### src/design/i2c_cmd_pkg.sv
////////////////////////////////////////
// i2c command types
// host command, host result and the read/write opcode
////////////////////////////////////////

`default_nettype none

package i2c_cmd_pkg;

  // read/write bit of the address byte
  typedef enum logic
  {
    op_write = 1'b0,
    op_read  = 1'b1
  } rw_op_e;

  typedef logic [7:0] byte_t;
  typedef logic [6:0] mem_addr_t;

  // one host command, 16 bits
  typedef struct packed
  {
    rw_op_e    op;
    mem_addr_t addr;
    byte_t     din;
  } host_cmd_t;

  // master status back to the host, 11 bits
  typedef struct packed
  {
    byte_t dout;
    logic  busy;
    logic  ack_err; // slave did not ack
    logic  done;    // one cycle at the end
  } host_result_t;

endpackage

`default_nettype wire

### src/design/i2c_bus_pkg.sv
////////////////////////////////////////
// i2c bus types
// line levels, bit phases, FSM states and memory depth
////////////////////////////////////////

`default_nettype none

package i2c_bus_pkg;

  // resolved bus levels
  typedef struct packed
  {
    logic scl;
    logic sda;
  } i2c_line_t;

  // four quarters of one bit period
  typedef enum logic [1:0]
  {
    q0,
    q1,
    q2,
    q3
  } quarter_e;

  typedef enum logic [3:0]
  {
    m_idle,
    m_start,
    m_write_addr,
    m_addr_ack,
    m_write_data,
    m_data_ack,
    m_read_data,
    m_master_nack,
    m_stop
  } master_state_e;

  typedef enum logic [3:0]
  {
    s_idle,
    s_read_addr,
    s_send_ack1,
    s_read_data,
    s_send_ack2,
    s_send_data,
    s_wait_master_ack,
    s_wait_stop
  } slave_state_e;

  localparam int mem_depth = 128; // slave memory size in bytes

endpackage

`default_nettype wire

### src/design/quarter_clock_gen.sv
////////////////////////////////////////
// quarter clock generator
// splits each i2c bit period into four phases
////////////////////////////////////////

`timescale 1ns/1ps
`default_nettype none

module quarter_clock_gen
  import i2c_bus_pkg::*;
#(
  parameter int quarter_cycles = 10
)
(
  input  wire logic clk,
  input  wire logic rst,
  input  wire logic run,
  output quarter_e  phase,
  output logic      bit_end
);

  localparam int cnt_w = (quarter_cycles > 1) ? $clog2(quarter_cycles) : 1;

  logic [cnt_w-1:0] qcnt;
  logic             quarter_end;

  assign quarter_end = (qcnt == cnt_w'(quarter_cycles - 1));

  // held at zero while idle so every transaction starts in q0
  always_ff @(posedge clk)
  begin
    if (rst || !run)
    begin
      qcnt  <= '0;
      phase <= q0;
    end
    else if (quarter_end)
    begin
      qcnt  <= '0;
      phase <= quarter_e'(phase + 2'd1); // q3 wraps to q0
    end
    else
    begin
      qcnt <= qcnt + cnt_w'(1);
    end
  end

  assign bit_end = run && quarter_end && (phase == q3);

  ////////////////////////////////////////
  // checks
  ////////////////////////////////////////

  // bit end closes a full q3 that follows q2
  a_bit_end_q3: assert property (@(posedge clk) disable iff (rst)
    bit_end |-> (phase == q3) && ($past(phase, quarter_cycles) == q2));

endmodule

`default_nettype wire

### src/design/i2c_master.sv
////////////////////////////////////////
// i2c master
// takes one host command and runs a single-byte transfer
////////////////////////////////////////

`timescale 1ns/1ps
`default_nettype none

module i2c_master
  import i2c_cmd_pkg::*, i2c_bus_pkg::*;
#(
  parameter int sys_freq = 10_000_000,
  parameter int i2c_freq = 250_000
)
(
  input  wire logic      clk,
  input  wire logic      rst,
  input  wire logic      newd,
  input  wire host_cmd_t cmd,
  input  wire i2c_line_t line,
  output logic           scl,
  output logic           sda_low,
  output host_result_t   result
);

  localparam int quarter_cycles = sys_freq / i2c_freq / 4;

  master_state_e state;
  quarter_e      phase;
  quarter_e      phase_d;
  logic          bit_end;
  logic          busy;
  logic          accept;
  logic          q2_start;
  logic          last_bit;
  logic          to_stop;
  logic [2:0]    bitcnt;
  logic          err;
  logic          ack_bit;
  logic          done_q;
  logic          ack_err_q;
  byte_t         dout_q;
  byte_t         tx_shift;
  byte_t         rx_shift;
  byte_t         din_q;
  rw_op_e        op_q;

  assign busy     = (state != m_idle);
  assign accept   = (state == m_idle) && newd;
  assign q2_start = (phase == q2) && (phase_d == q1); // ack and read sample point
  assign last_bit = (bitcnt == 3'd7);

  // scl is pulled low early in q3 when the next bit is a stop
  assign to_stop = (state == m_data_ack) || (state == m_master_nack) ||
                   ((state == m_addr_ack) && ack_bit);

  quarter_clock_gen #(
    .quarter_cycles(quarter_cycles)
  ) u_qclk (
    .clk    (clk),
    .rst    (rst),
    .run    (busy),
    .phase  (phase),
    .bit_end(bit_end)
  );

  always_comb
  begin
    case (state)
      m_idle, m_start, m_stop: scl = 1'b1;
      default:                 scl = (phase == q2) || ((phase == q3) && !to_stop);
    endcase
  end

  ////////////////////////////////////////
  // control FSM
  ////////////////////////////////////////

  always_ff @(posedge clk)
  begin
    if (rst)
    begin
      state     <= m_idle;
      phase_d   <= q0;
      sda_low   <= 1'b0;
      bitcnt    <= '0;
      err       <= 1'b0;
      done_q    <= 1'b0;
      ack_err_q <= 1'b0;
      dout_q    <= '0;
    end
    else
    begin
      phase_d <= phase;
      done_q  <= 1'b0;
      case (state)
        m_idle:
          if (newd)
          begin
            err    <= 1'b0;
            bitcnt <= '0;
            state  <= m_start;
          end
        m_start:
        begin
          if (phase == q2)
            sda_low <= 1'b1; // sda falls with scl high
          if (bit_end)
            state <= m_write_addr;
        end
        m_write_addr, m_write_data:
        begin
          if (phase == q1)
            sda_low <= ~tx_shift[7];
          if (bit_end)
          begin
            bitcnt <= bitcnt + 3'd1;
            if (last_bit)
              state <= (state == m_write_addr) ? m_addr_ack : m_data_ack;
          end
        end
        m_addr_ack, m_data_ack:
        begin
          if (phase == q1)
            sda_low <= 1'b0; // let the slave drive the ack
          if ((phase == q3) && to_stop)
            sda_low <= 1'b1;
          if (bit_end)
          begin
            err <= err | ack_bit;
            if (to_stop)
              state <= m_stop;
            else if (op_q == op_read)
              state <= m_read_data;
            else
              state <= m_write_data;
          end
        end
        m_read_data:
        begin
          if (phase == q1)
            sda_low <= 1'b0;
          if (bit_end)
          begin
            bitcnt <= bitcnt + 3'd1;
            if (last_bit)
              state <= m_master_nack;
          end
        end
        m_master_nack:
        begin
          if (phase == q1)
            sda_low <= 1'b0; // released line is the nack
          if (phase == q3)
            sda_low <= 1'b1;
          if (bit_end)
            state <= m_stop;
        end
        m_stop:
        begin
          if (phase == q2)
            sda_low <= 1'b0; // sda rises with scl high
          if (bit_end)
          begin
            state     <= m_idle;
            done_q    <= 1'b1;
            ack_err_q <= err;
            if ((op_q == op_read) && !err)
              dout_q <= rx_shift;
          end
        end
        default: state <= m_idle;
      endcase
    end
  end

  // shift registers and captured command
  always_ff @(posedge clk)
  begin
    if (accept)
    begin
      tx_shift <= {cmd.addr, cmd.op};
      din_q    <= cmd.din;
      op_q     <= cmd.op;
    end
    else if (bit_end && ((state == m_write_addr) || (state == m_write_data)))
      tx_shift <= {tx_shift[6:0], 1'b0};
    else if (bit_end && (state == m_addr_ack))
      tx_shift <= din_q;
    if (q2_start)
      ack_bit <= line.sda;
    if (q2_start && (state == m_read_data))
      rx_shift <= {rx_shift[6:0], line.sda}; // msb first
  end

  assign result = '{dout: dout_q, busy: busy, ack_err: ack_err_q, done: done_q};

  ////////////////////////////////////////
  // checks
  ////////////////////////////////////////

  a_done_ends_busy: assert property (@(posedge clk) disable iff (rst)
    $rose(done_q) |-> !busy && $past(busy));

  // sda only moves under a high scl in start and stop
  a_sda_edge_start_stop: assert property (@(posedge clk) disable iff (rst)
    (line.scl && $past(line.scl) && (line.sda != $past(line.sda))) |->
      ((state == m_start) || (state == m_stop)));

endmodule

`default_nettype wire

### src/design/i2c_slave_mem.sv
////////////////////////////////////////
// i2c slave with 128-byte memory
// acks every address and serves one byte per transfer
////////////////////////////////////////

`timescale 1ns/1ps
`default_nettype none

module i2c_slave_mem
  import i2c_cmd_pkg::*, i2c_bus_pkg::*;
(
  input  wire logic      clk,
  input  wire logic      rst,
  input  wire i2c_line_t line,
  output logic           sda_low
);

  slave_state_e state;
  logic         scl_s1;
  logic         scl_s2;
  logic         scl_d;
  logic         sda_s1;
  logic         sda_s2;
  logic         sda_d;
  logic         scl_rise;
  logic         scl_fall;
  logic         start_det;
  logic         stop_det;
  logic         tx_step;
  logic [2:0]   bitcnt;
  logic         mem_we;
  logic         mem_rd;
  byte_t        rx_shift;
  byte_t        tx_shift;
  mem_addr_t    addr_q;
  rw_op_e       rw_q;
  byte_t        mem [mem_depth];

  ////////////////////////////////////////
  // bus synchronizers and edge detect
  ////////////////////////////////////////

  always_ff @(posedge clk)
  begin
    if (rst)
    begin
      {scl_s1, scl_s2, scl_d} <= 3'b111; // idle bus is high
      {sda_s1, sda_s2, sda_d} <= 3'b111;
    end
    else
    begin
      scl_s1 <= line.scl;
      scl_s2 <= scl_s1;
      scl_d  <= scl_s2;
      sda_s1 <= line.sda;
      sda_s2 <= sda_s1;
      sda_d  <= sda_s2;
    end
  end

  assign scl_rise  = scl_s2 && !scl_d;
  assign scl_fall  = !scl_s2 && scl_d;
  assign start_det = scl_s2 && scl_d && sda_d && !sda_s2;
  assign stop_det  = scl_s2 && scl_d && !sda_d && sda_s2;

  // next read bit goes out on this falling edge
  assign tx_step = scl_fall && ((state == s_send_data) ||
                   ((state == s_send_ack1) && sda_low && (rw_q == op_read)));

  ////////////////////////////////////////
  // slave FSM
  ////////////////////////////////////////

  always_ff @(posedge clk)
  begin
    if (rst)
    begin
      state   <= s_idle;
      sda_low <= 1'b0;
      bitcnt  <= '0;
      mem_we  <= 1'b0;
      mem_rd  <= 1'b0;
    end
    else
    begin
      mem_we <= 1'b0;
      mem_rd <= 1'b0;
      if (start_det)
      begin
        state   <= s_read_addr;
        bitcnt  <= '0;
        sda_low <= 1'b0;
      end
      else if (stop_det)
      begin
        state   <= s_idle;
        sda_low <= 1'b0;
      end
      else
      begin
        case (state)
          s_read_addr, s_read_data:
            if (scl_rise)
            begin
              bitcnt <= bitcnt + 3'd1;
              if (bitcnt == 3'd7)
              begin
                state  <= (state == s_read_addr) ? s_send_ack1 : s_send_ack2;
                mem_we <= (state == s_read_data);
              end
            end
          s_send_ack1:
            if (scl_rise && sda_low && (rw_q == op_read))
              mem_rd <= 1'b1;
            else if (scl_fall)
            begin
              if (!sda_low)
                sda_low <= 1'b1; // address ack
              else if (rw_q == op_read)
              begin
                sda_low <= ~tx_shift[7];
                bitcnt  <= '0;
                state   <= s_send_data;
              end
              else
              begin
                sda_low <= 1'b0;
                bitcnt  <= '0;
                state   <= s_read_data;
              end
            end
          s_send_ack2:
            if (scl_fall)
            begin
              if (!sda_low)
                sda_low <= 1'b1; // data ack
              else
              begin
                sda_low <= 1'b0;
                state   <= s_wait_stop;
              end
            end
          s_send_data:
            if (scl_fall)
            begin
              bitcnt <= bitcnt + 3'd1;
              if (bitcnt == 3'd7)
              begin
                sda_low <= 1'b0; // hand sda back for the nack
                state   <= s_wait_master_ack;
              end
              else
                sda_low <= ~tx_shift[7];
            end
          s_wait_master_ack:
            if (scl_rise)
              state <= s_wait_stop;
          s_idle, s_wait_stop:
            sda_low <= 1'b0;
          default:
            state <= s_idle;
        endcase
      end
    end
  end

  // shift registers and latched address
  always_ff @(posedge clk)
  begin
    if (scl_rise && ((state == s_read_addr) || (state == s_read_data)))
      rx_shift <= {rx_shift[6:0], sda_s2};
    if (scl_rise && (state == s_read_addr) && (bitcnt == 3'd7))
    begin
      addr_q <= rx_shift[6:0];
      rw_q   <= rw_op_e'(sda_s2); // eighth bit is r/w
    end
    if (mem_rd)
      tx_shift <= mem[addr_q];
    else if (tx_step)
      tx_shift <= {tx_shift[6:0], 1'b0};
  end

  // memory loads the index pattern at reset
  always_ff @(posedge clk)
  begin
    if (rst)
    begin
      for (int i = 0; i < mem_depth; i++)
        mem[i] <= byte_t'(i);
    end
    else if (mem_we)
      mem[addr_q] <= rx_shift;
  end

  ////////////////////////////////////////
  // checks
  ////////////////////////////////////////

  a_write_in_ack2: assert property (@(posedge clk) disable iff (rst)
    mem_we |-> (state == s_send_ack2) && ($past(state) == s_read_data));

endmodule

`default_nettype wire

### src/design/i2c_top.sv
////////////////////////////////////////
// i2c top level
// master and memory slave on one pulled-up bus
////////////////////////////////////////

`timescale 1ns/1ps
`default_nettype none

module i2c_top
  import i2c_cmd_pkg::*, i2c_bus_pkg::*;
#(
  parameter int sys_freq = 10_000_000,
  parameter int i2c_freq = 250_000
)
(
  input  wire logic      clk,
  input  wire logic      rst,
  input  wire logic      newd,
  input  wire host_cmd_t cmd,
  output host_result_t   result
);

  logic      scl;
  logic      master_sda_low;
  logic      slave_sda_low;
  i2c_line_t line;

  // open drain with pull-up so sda stays high unless pulled low
  assign line.scl = scl;
  assign line.sda = !(master_sda_low || slave_sda_low);

  i2c_master #(
    .sys_freq(sys_freq),
    .i2c_freq(i2c_freq)
  ) u_master (
    .clk    (clk),
    .rst    (rst),
    .newd   (newd),
    .cmd    (cmd),
    .line   (line),
    .scl    (scl),
    .sda_low(master_sda_low),
    .result (result)
  );

  i2c_slave_mem u_slave (
    .clk    (clk),
    .rst    (rst),
    .line   (line),
    .sda_low(slave_sda_low)
  );

endmodule

`default_nettype wire

### config.mk
export PLATFORM = sky130hd
export DESIGN_NAME = i2c_top
export DESIGN_NICKNAME = d
export VERILOG_FILES = /design/src/design/i2c_cmd_pkg.sv /design/src/design/i2c_bus_pkg.sv /design/src/design/quarter_clock_gen.sv /design/src/design/i2c_master.sv /design/src/design/i2c_slave_mem.sv /design/src/design/i2c_top.sv
export SDC_FILE = /design/constraint.sdc
export NUM_CORES = 2
export LEC_CHECK = 0
export BUFFER_PORTS_ARGS = -buffer_cell sky130_fd_sc_hd__buf_2
export CAP_MARGIN = 20
export CORE_MARGIN = 8
export CORE_UTILIZATION = 38
export CTS_CLUSTER_SIZE = 40
export DETAILED_ROUTE_END_ITERATION = 6
export PLACE_DENSITY = 0.56
export SYNTH_ARGS = -nofsm -noshare
export SYNTH_HDL_FRONTEND = slang
export SYNTH_SLANG_ARGS = --single-unit
### constraint.sdc
create_clock -name clk -period 3 [get_ports clk]
set_input_delay 0.6 -clock clk [delete_from_list [all_inputs] [get_ports clk]]
set_output_delay 0.6 -clock clk [all_outputs]
set_load 0.005 [all_outputs]
After elaboration in Yosys (flattened, before gate mapping). Memories as Yosys holds them, arrays and structs flattened. A register that Yosys moved wholly into a read port is not among the register bits. Cells that the tools add are included.

Register bits after elaboration: 93. Bits in writable memories: 1024. Output and inout bits: 11. Word-level logic and storage cells: 249. Memories: 1.

Add/sub/neg operators: 4. Equality and inequality tests: 56. Mux-type cells: 72. Bitwise operators: 10. Reduce and logical (&&, ||, !) cells: 75.

Memories: u_slave.mem (words 128, bits a word 8, read ports 1, clocked after memory_dff 1, wr ports 128, RTL line i2c_slave_mem.sv:37) `byte_t mem [mem_depth];`.

Operators by type and width (number): $mux W4 (20); $mux W8 (6); $ne A2 B1 Y1 const B (20); $eq A4 B3 Y1 const B (8); $ne A4 B1 Y1 const B (8); $mux W3 (10); $pmux W4 S7 (1); $logic_and A1 B1 Y1 (26); $mux W1 (26); $pmux W4 S6 (1); $reduce_and A11 Y1 (2); $eq A4 B2 Y1 const B (4); $mux W7 (2); $reduce_or A2 Y1 (7); $not A1 Y1 (9); $pmux W3 S3 (1); $reduce_and A3 Y1 (3); $reduce_and A9 Y1 (1); $eq A4 B1 Y1 const B (2); $eq A4 B4 Y1 const B (2); $logic_not A1 Y1 (8); $logic_not A4 Y1 (2); $logic_or A1 B1 Y1 (8); $ne A4 B2 Y1 const B (2); other kinds (26) (38).

Longest topological paths before layout.
Depth after elaboration: 8. Gate-level depth with buffers: 12. Depth with buffers taken out: 8.

Modules after synthesis. From an unflattened synthesis, not the netlist that was laid out.

Cell total of the unflattened synthesis: 3634. Area total of the unflattened synthesis: 52303.9 um2.

Modules (own cells, without submodules): i2c_slave_mem (times used 1, cells an instance 3421, area each 49970.4 um2, sequential area each 31910.6 um2); i2c_master (times used 1, cells an instance 186, area each 2057.0 um2, sequential area each 1201.2 um2); quarter_clock_gen (times used 1, cells an instance 26, area each 272.8 um2, sequential area each 120.1 um2); i2c_top (times used 1, cells an instance 1, area each 3.8 um2, sequential area each 0.0 um2).

Worst setup path before layout. Ideal clock, no wire load.

Kind: in2reg. Start: input rst. End: memory u_slave.mem[88][0] (netlist bit), enable pin. Setup time: 0.310 ns. Arrival time: 2.157 ns. Path slack: 0.532 ns. Stages on the path: 6. Path buffers: 2. Cells stage by stage: clkbuf_1 -> nor2b_1 -> clkbuf_1 -> nand4_1 -> nor4_1 -> or2_2.

RTL lines: from (decl) (RTL line i2c_top.sv:17) `input wire logic rst,`; to (decl) (RTL line i2c_slave_mem.sv:37).

==> metrics.yaml <==
routed_wirelength_mm: 143
critPathMaxStageDelay_ps: 980
layout_common_cells: "edfxtp_1 (1,074), and2_1 (568), or3_1 (446), mux4_2 (232), nor2_1 (189)"
max_freq_mhz: 343
synth-edff-count: 1074
path_cells: "buf_12 > buf_4 > mux4_2 > o22ai_1 > o41ai_1 > nand4_1 > a32oi_1"
nFillCells: 12200
grt_start_max_net_pins: 131
placedCellCount: 5332
tightest_slew_ps: 1080
cts_tree: "built"
post_dp_cell_area_sq_mm: 0.0549
drt-met1-wl_mm: 62.5
rows: 136
synth_top_area_cell: "edfxtp_1"
cts-root-buf: "clkbuf_16"
grt_pass1_vias: 30700
numPortBuffers: 29
async_flop_share_pct: 0
clock_latency_ps: 750
wl_met3_mm: 9.74
grtUsageTotal_pct: 18.6
syn_inst: 3668
ys_ff_latch: 1123
drc: 0
avgSynthCellArea_sq_um: 14.2
fin_area_sq_mm: 0.0589
ios: 30
viasPerCell: 5.55
drv_slew: 0
htreeDepth: 3
place.gp.congestion: 0.863
drive_gt1_share_pct: 21.3
slowest_stage: "o41ai_1"
rsz0062_at_grt: "no"
vias: 30900
path_buf_inv: 2
whs_ps: 145
gr-total-overflow: 0
maxCapViolCount: 0
wl_met2_mm: 66.4
antenna_found_initial: 11
relSlewSlack_pct: 27.3
antenna-diode-count: 0
clock-sinks: 1123
netlist_area_sq_mm: 0.0522
drt-initial-drc-count: 3190
clk_pin_slew_ps: 60
nNetsFinal: 3698
utilization_pct: 43.0
yosysTopAreaCellShare_pct: 61.8
skew_ps: 26.8
setup_viol: 0
ys_top_cells_by_area: "edfxtp_1 (62%), mux4_2 (10%), and2_1 (6.8%)"
grt_first_pass_wirelength_mm: 211
core-area_sq_mm: 0.137
period_needed_ps: 2920
cp-start-kind: "register"
min_period_over_period_pct: 97.3
crit_path_end_kind: "register"
final_common_cell: "edfxtp_1"
timing.setup.tns_ps: 0
ir_worst_vdd_mv: 0.447
stdcell_count: 5565
clockBufferDepth: 3
worstPathRequired_ps: 3560
synth_fp_nets: 3696
dr.pass1.iters: 5
worstPathArrival_ps: 3480
p_leak_uw: 0.0186
die_h_um: 387
routedWlPerCell_um: 25.7
syn_to_final_growth_pct: 12.9
synth_ff_type: "edfxtp_1"
numCtsBuffers: 121
critPathTopFamily: "compound AO/OA/AOI/OAI gates"
design.die.area_sq_mm: 0.149
status: "completed"
synthDistinctLibCells: 68
drtAntennaViolNets: 0
hp-start: "cmd[14]"
finalHoldViolations: 0
initial_core_util_pct: 38.1
dp_hpwl_mm: 91.2
worstSetupPathType: "register to register"
cp_max_fo: 20
maxUsedRoutingLayer: "met4"
hold_class: "input port to register"
ys_seq_area_share_pct: 63.7
yosys_warnings: 0
die_w_um: 387
post-cts-setup-buffers: 0
powerDensity_mw_per_mm2: 566
[cell type report]
cell class              instances  area, sq um  share of cell area, %
flip-flops and latches       1123        33200                   56.4
inverters                      16         60.1                  0.102
repair buffers                231         2160                   3.67
well taps                    1794         2240                   3.81
clock buffers                 145         3250                   5.52
clock inverters                79          639                   1.08
multi-input cells            2177        17300                   29.4
[per-layer routing]
layer | track usage [%] | vias up
li1 | - | 13800
met1 | 26.2 | 15800
met2 | 29.6 | 1112
met3 | 2.96 | 209
met4 | 5.64 | 0
met5 | 0 | -
[worst paths after layout]
path                          endpoint  cells past startpoint  slack [ps]
setup / recovery   u_slave.tx_shift[1]                      7          80
hold / removal    u_master.tx_shift[7]                      3         150
setup reg to reg   u_slave.tx_shift[1]                      7          80
hold reg to reg         u_slave.scl_s2                      1         400
[report_power, final]
group / switching (uW) / total, uW / internal [uW]
Sequential: 164 / 17600 / 17500
Clock: 6340 / 14700 / 8380
Combinational: 627 / 964 / 337
[worst register-to-register path, cell delays in order (launching register included)]
cell	delay, ps
dfxtp_4	440
buf_12	220
buf_4	260
mux4_2	290
o22ai_1	90
o41ai_1	980
nand4_1	240
a32oi_1	230
[metrics by stage]
stage	total power, uW	worst slack, ps
2_1_floorplan	18600	532
4_1_cts	33600	17.4
3_5_place_dp	18900	-6.20
3_3_place_gp	18900	34.4
6_report	33300	81.7
5_1_grt	34200	12.0
[sequential cells by signal, indices dropped and copies added (netlist names), 2 cells and up, named ones only]
signal                 count
u_slave.mem             1024
u_master.din_q             8
u_master.dout_q            8
u_master.rx_shift          8
u_master.tx_shift          8
u_slave.rx_shift           8
u_slave.tx_shift           8
u_slave.addr_q             7
u_master.state             4
u_master.u_qclk.qcnt       4
u_master.bitcnt            3
u_slave.bitcnt             3
u_slave.state              3
u_master.phase_d           2
u_master.u_qclk.phase      2
[cell families after synthesis]
kind of cell    synth area share, %
simple gates                   17.7
flops                          63.7
buf+inv                        3.19
mux                            12.1
compound gates                 2.97
fa+ha+maj                     0.254
xor+xnor                     0.0839
[synthesized netlist by cell type, drive strengths merged (9+ instances only)]
cell,count
nand2b,21
nor2b,12
inv,14
buf,75
mux2i,94
o32ai,9
a221oi,9
a211oi,15
o22ai,50
a22oi,23
nand4,12
nor2,189
clkbuf,277
dfxtp,49
a21oi,40
or3,446
nand3,41
mux2,15
mux4,232
nand2,102
or2,140
ha,9
o21ai,26
and3,14
edfxtp,1074
and2,568
[what timing repair did]
item,4_1_cts,5_1_grt
hold buffers,9,0
endpoints found under the hold margin,9,0
resized for setup,0,6
endpoints found under the setup margin,0,12
Power figures use the tool's default switching activity.
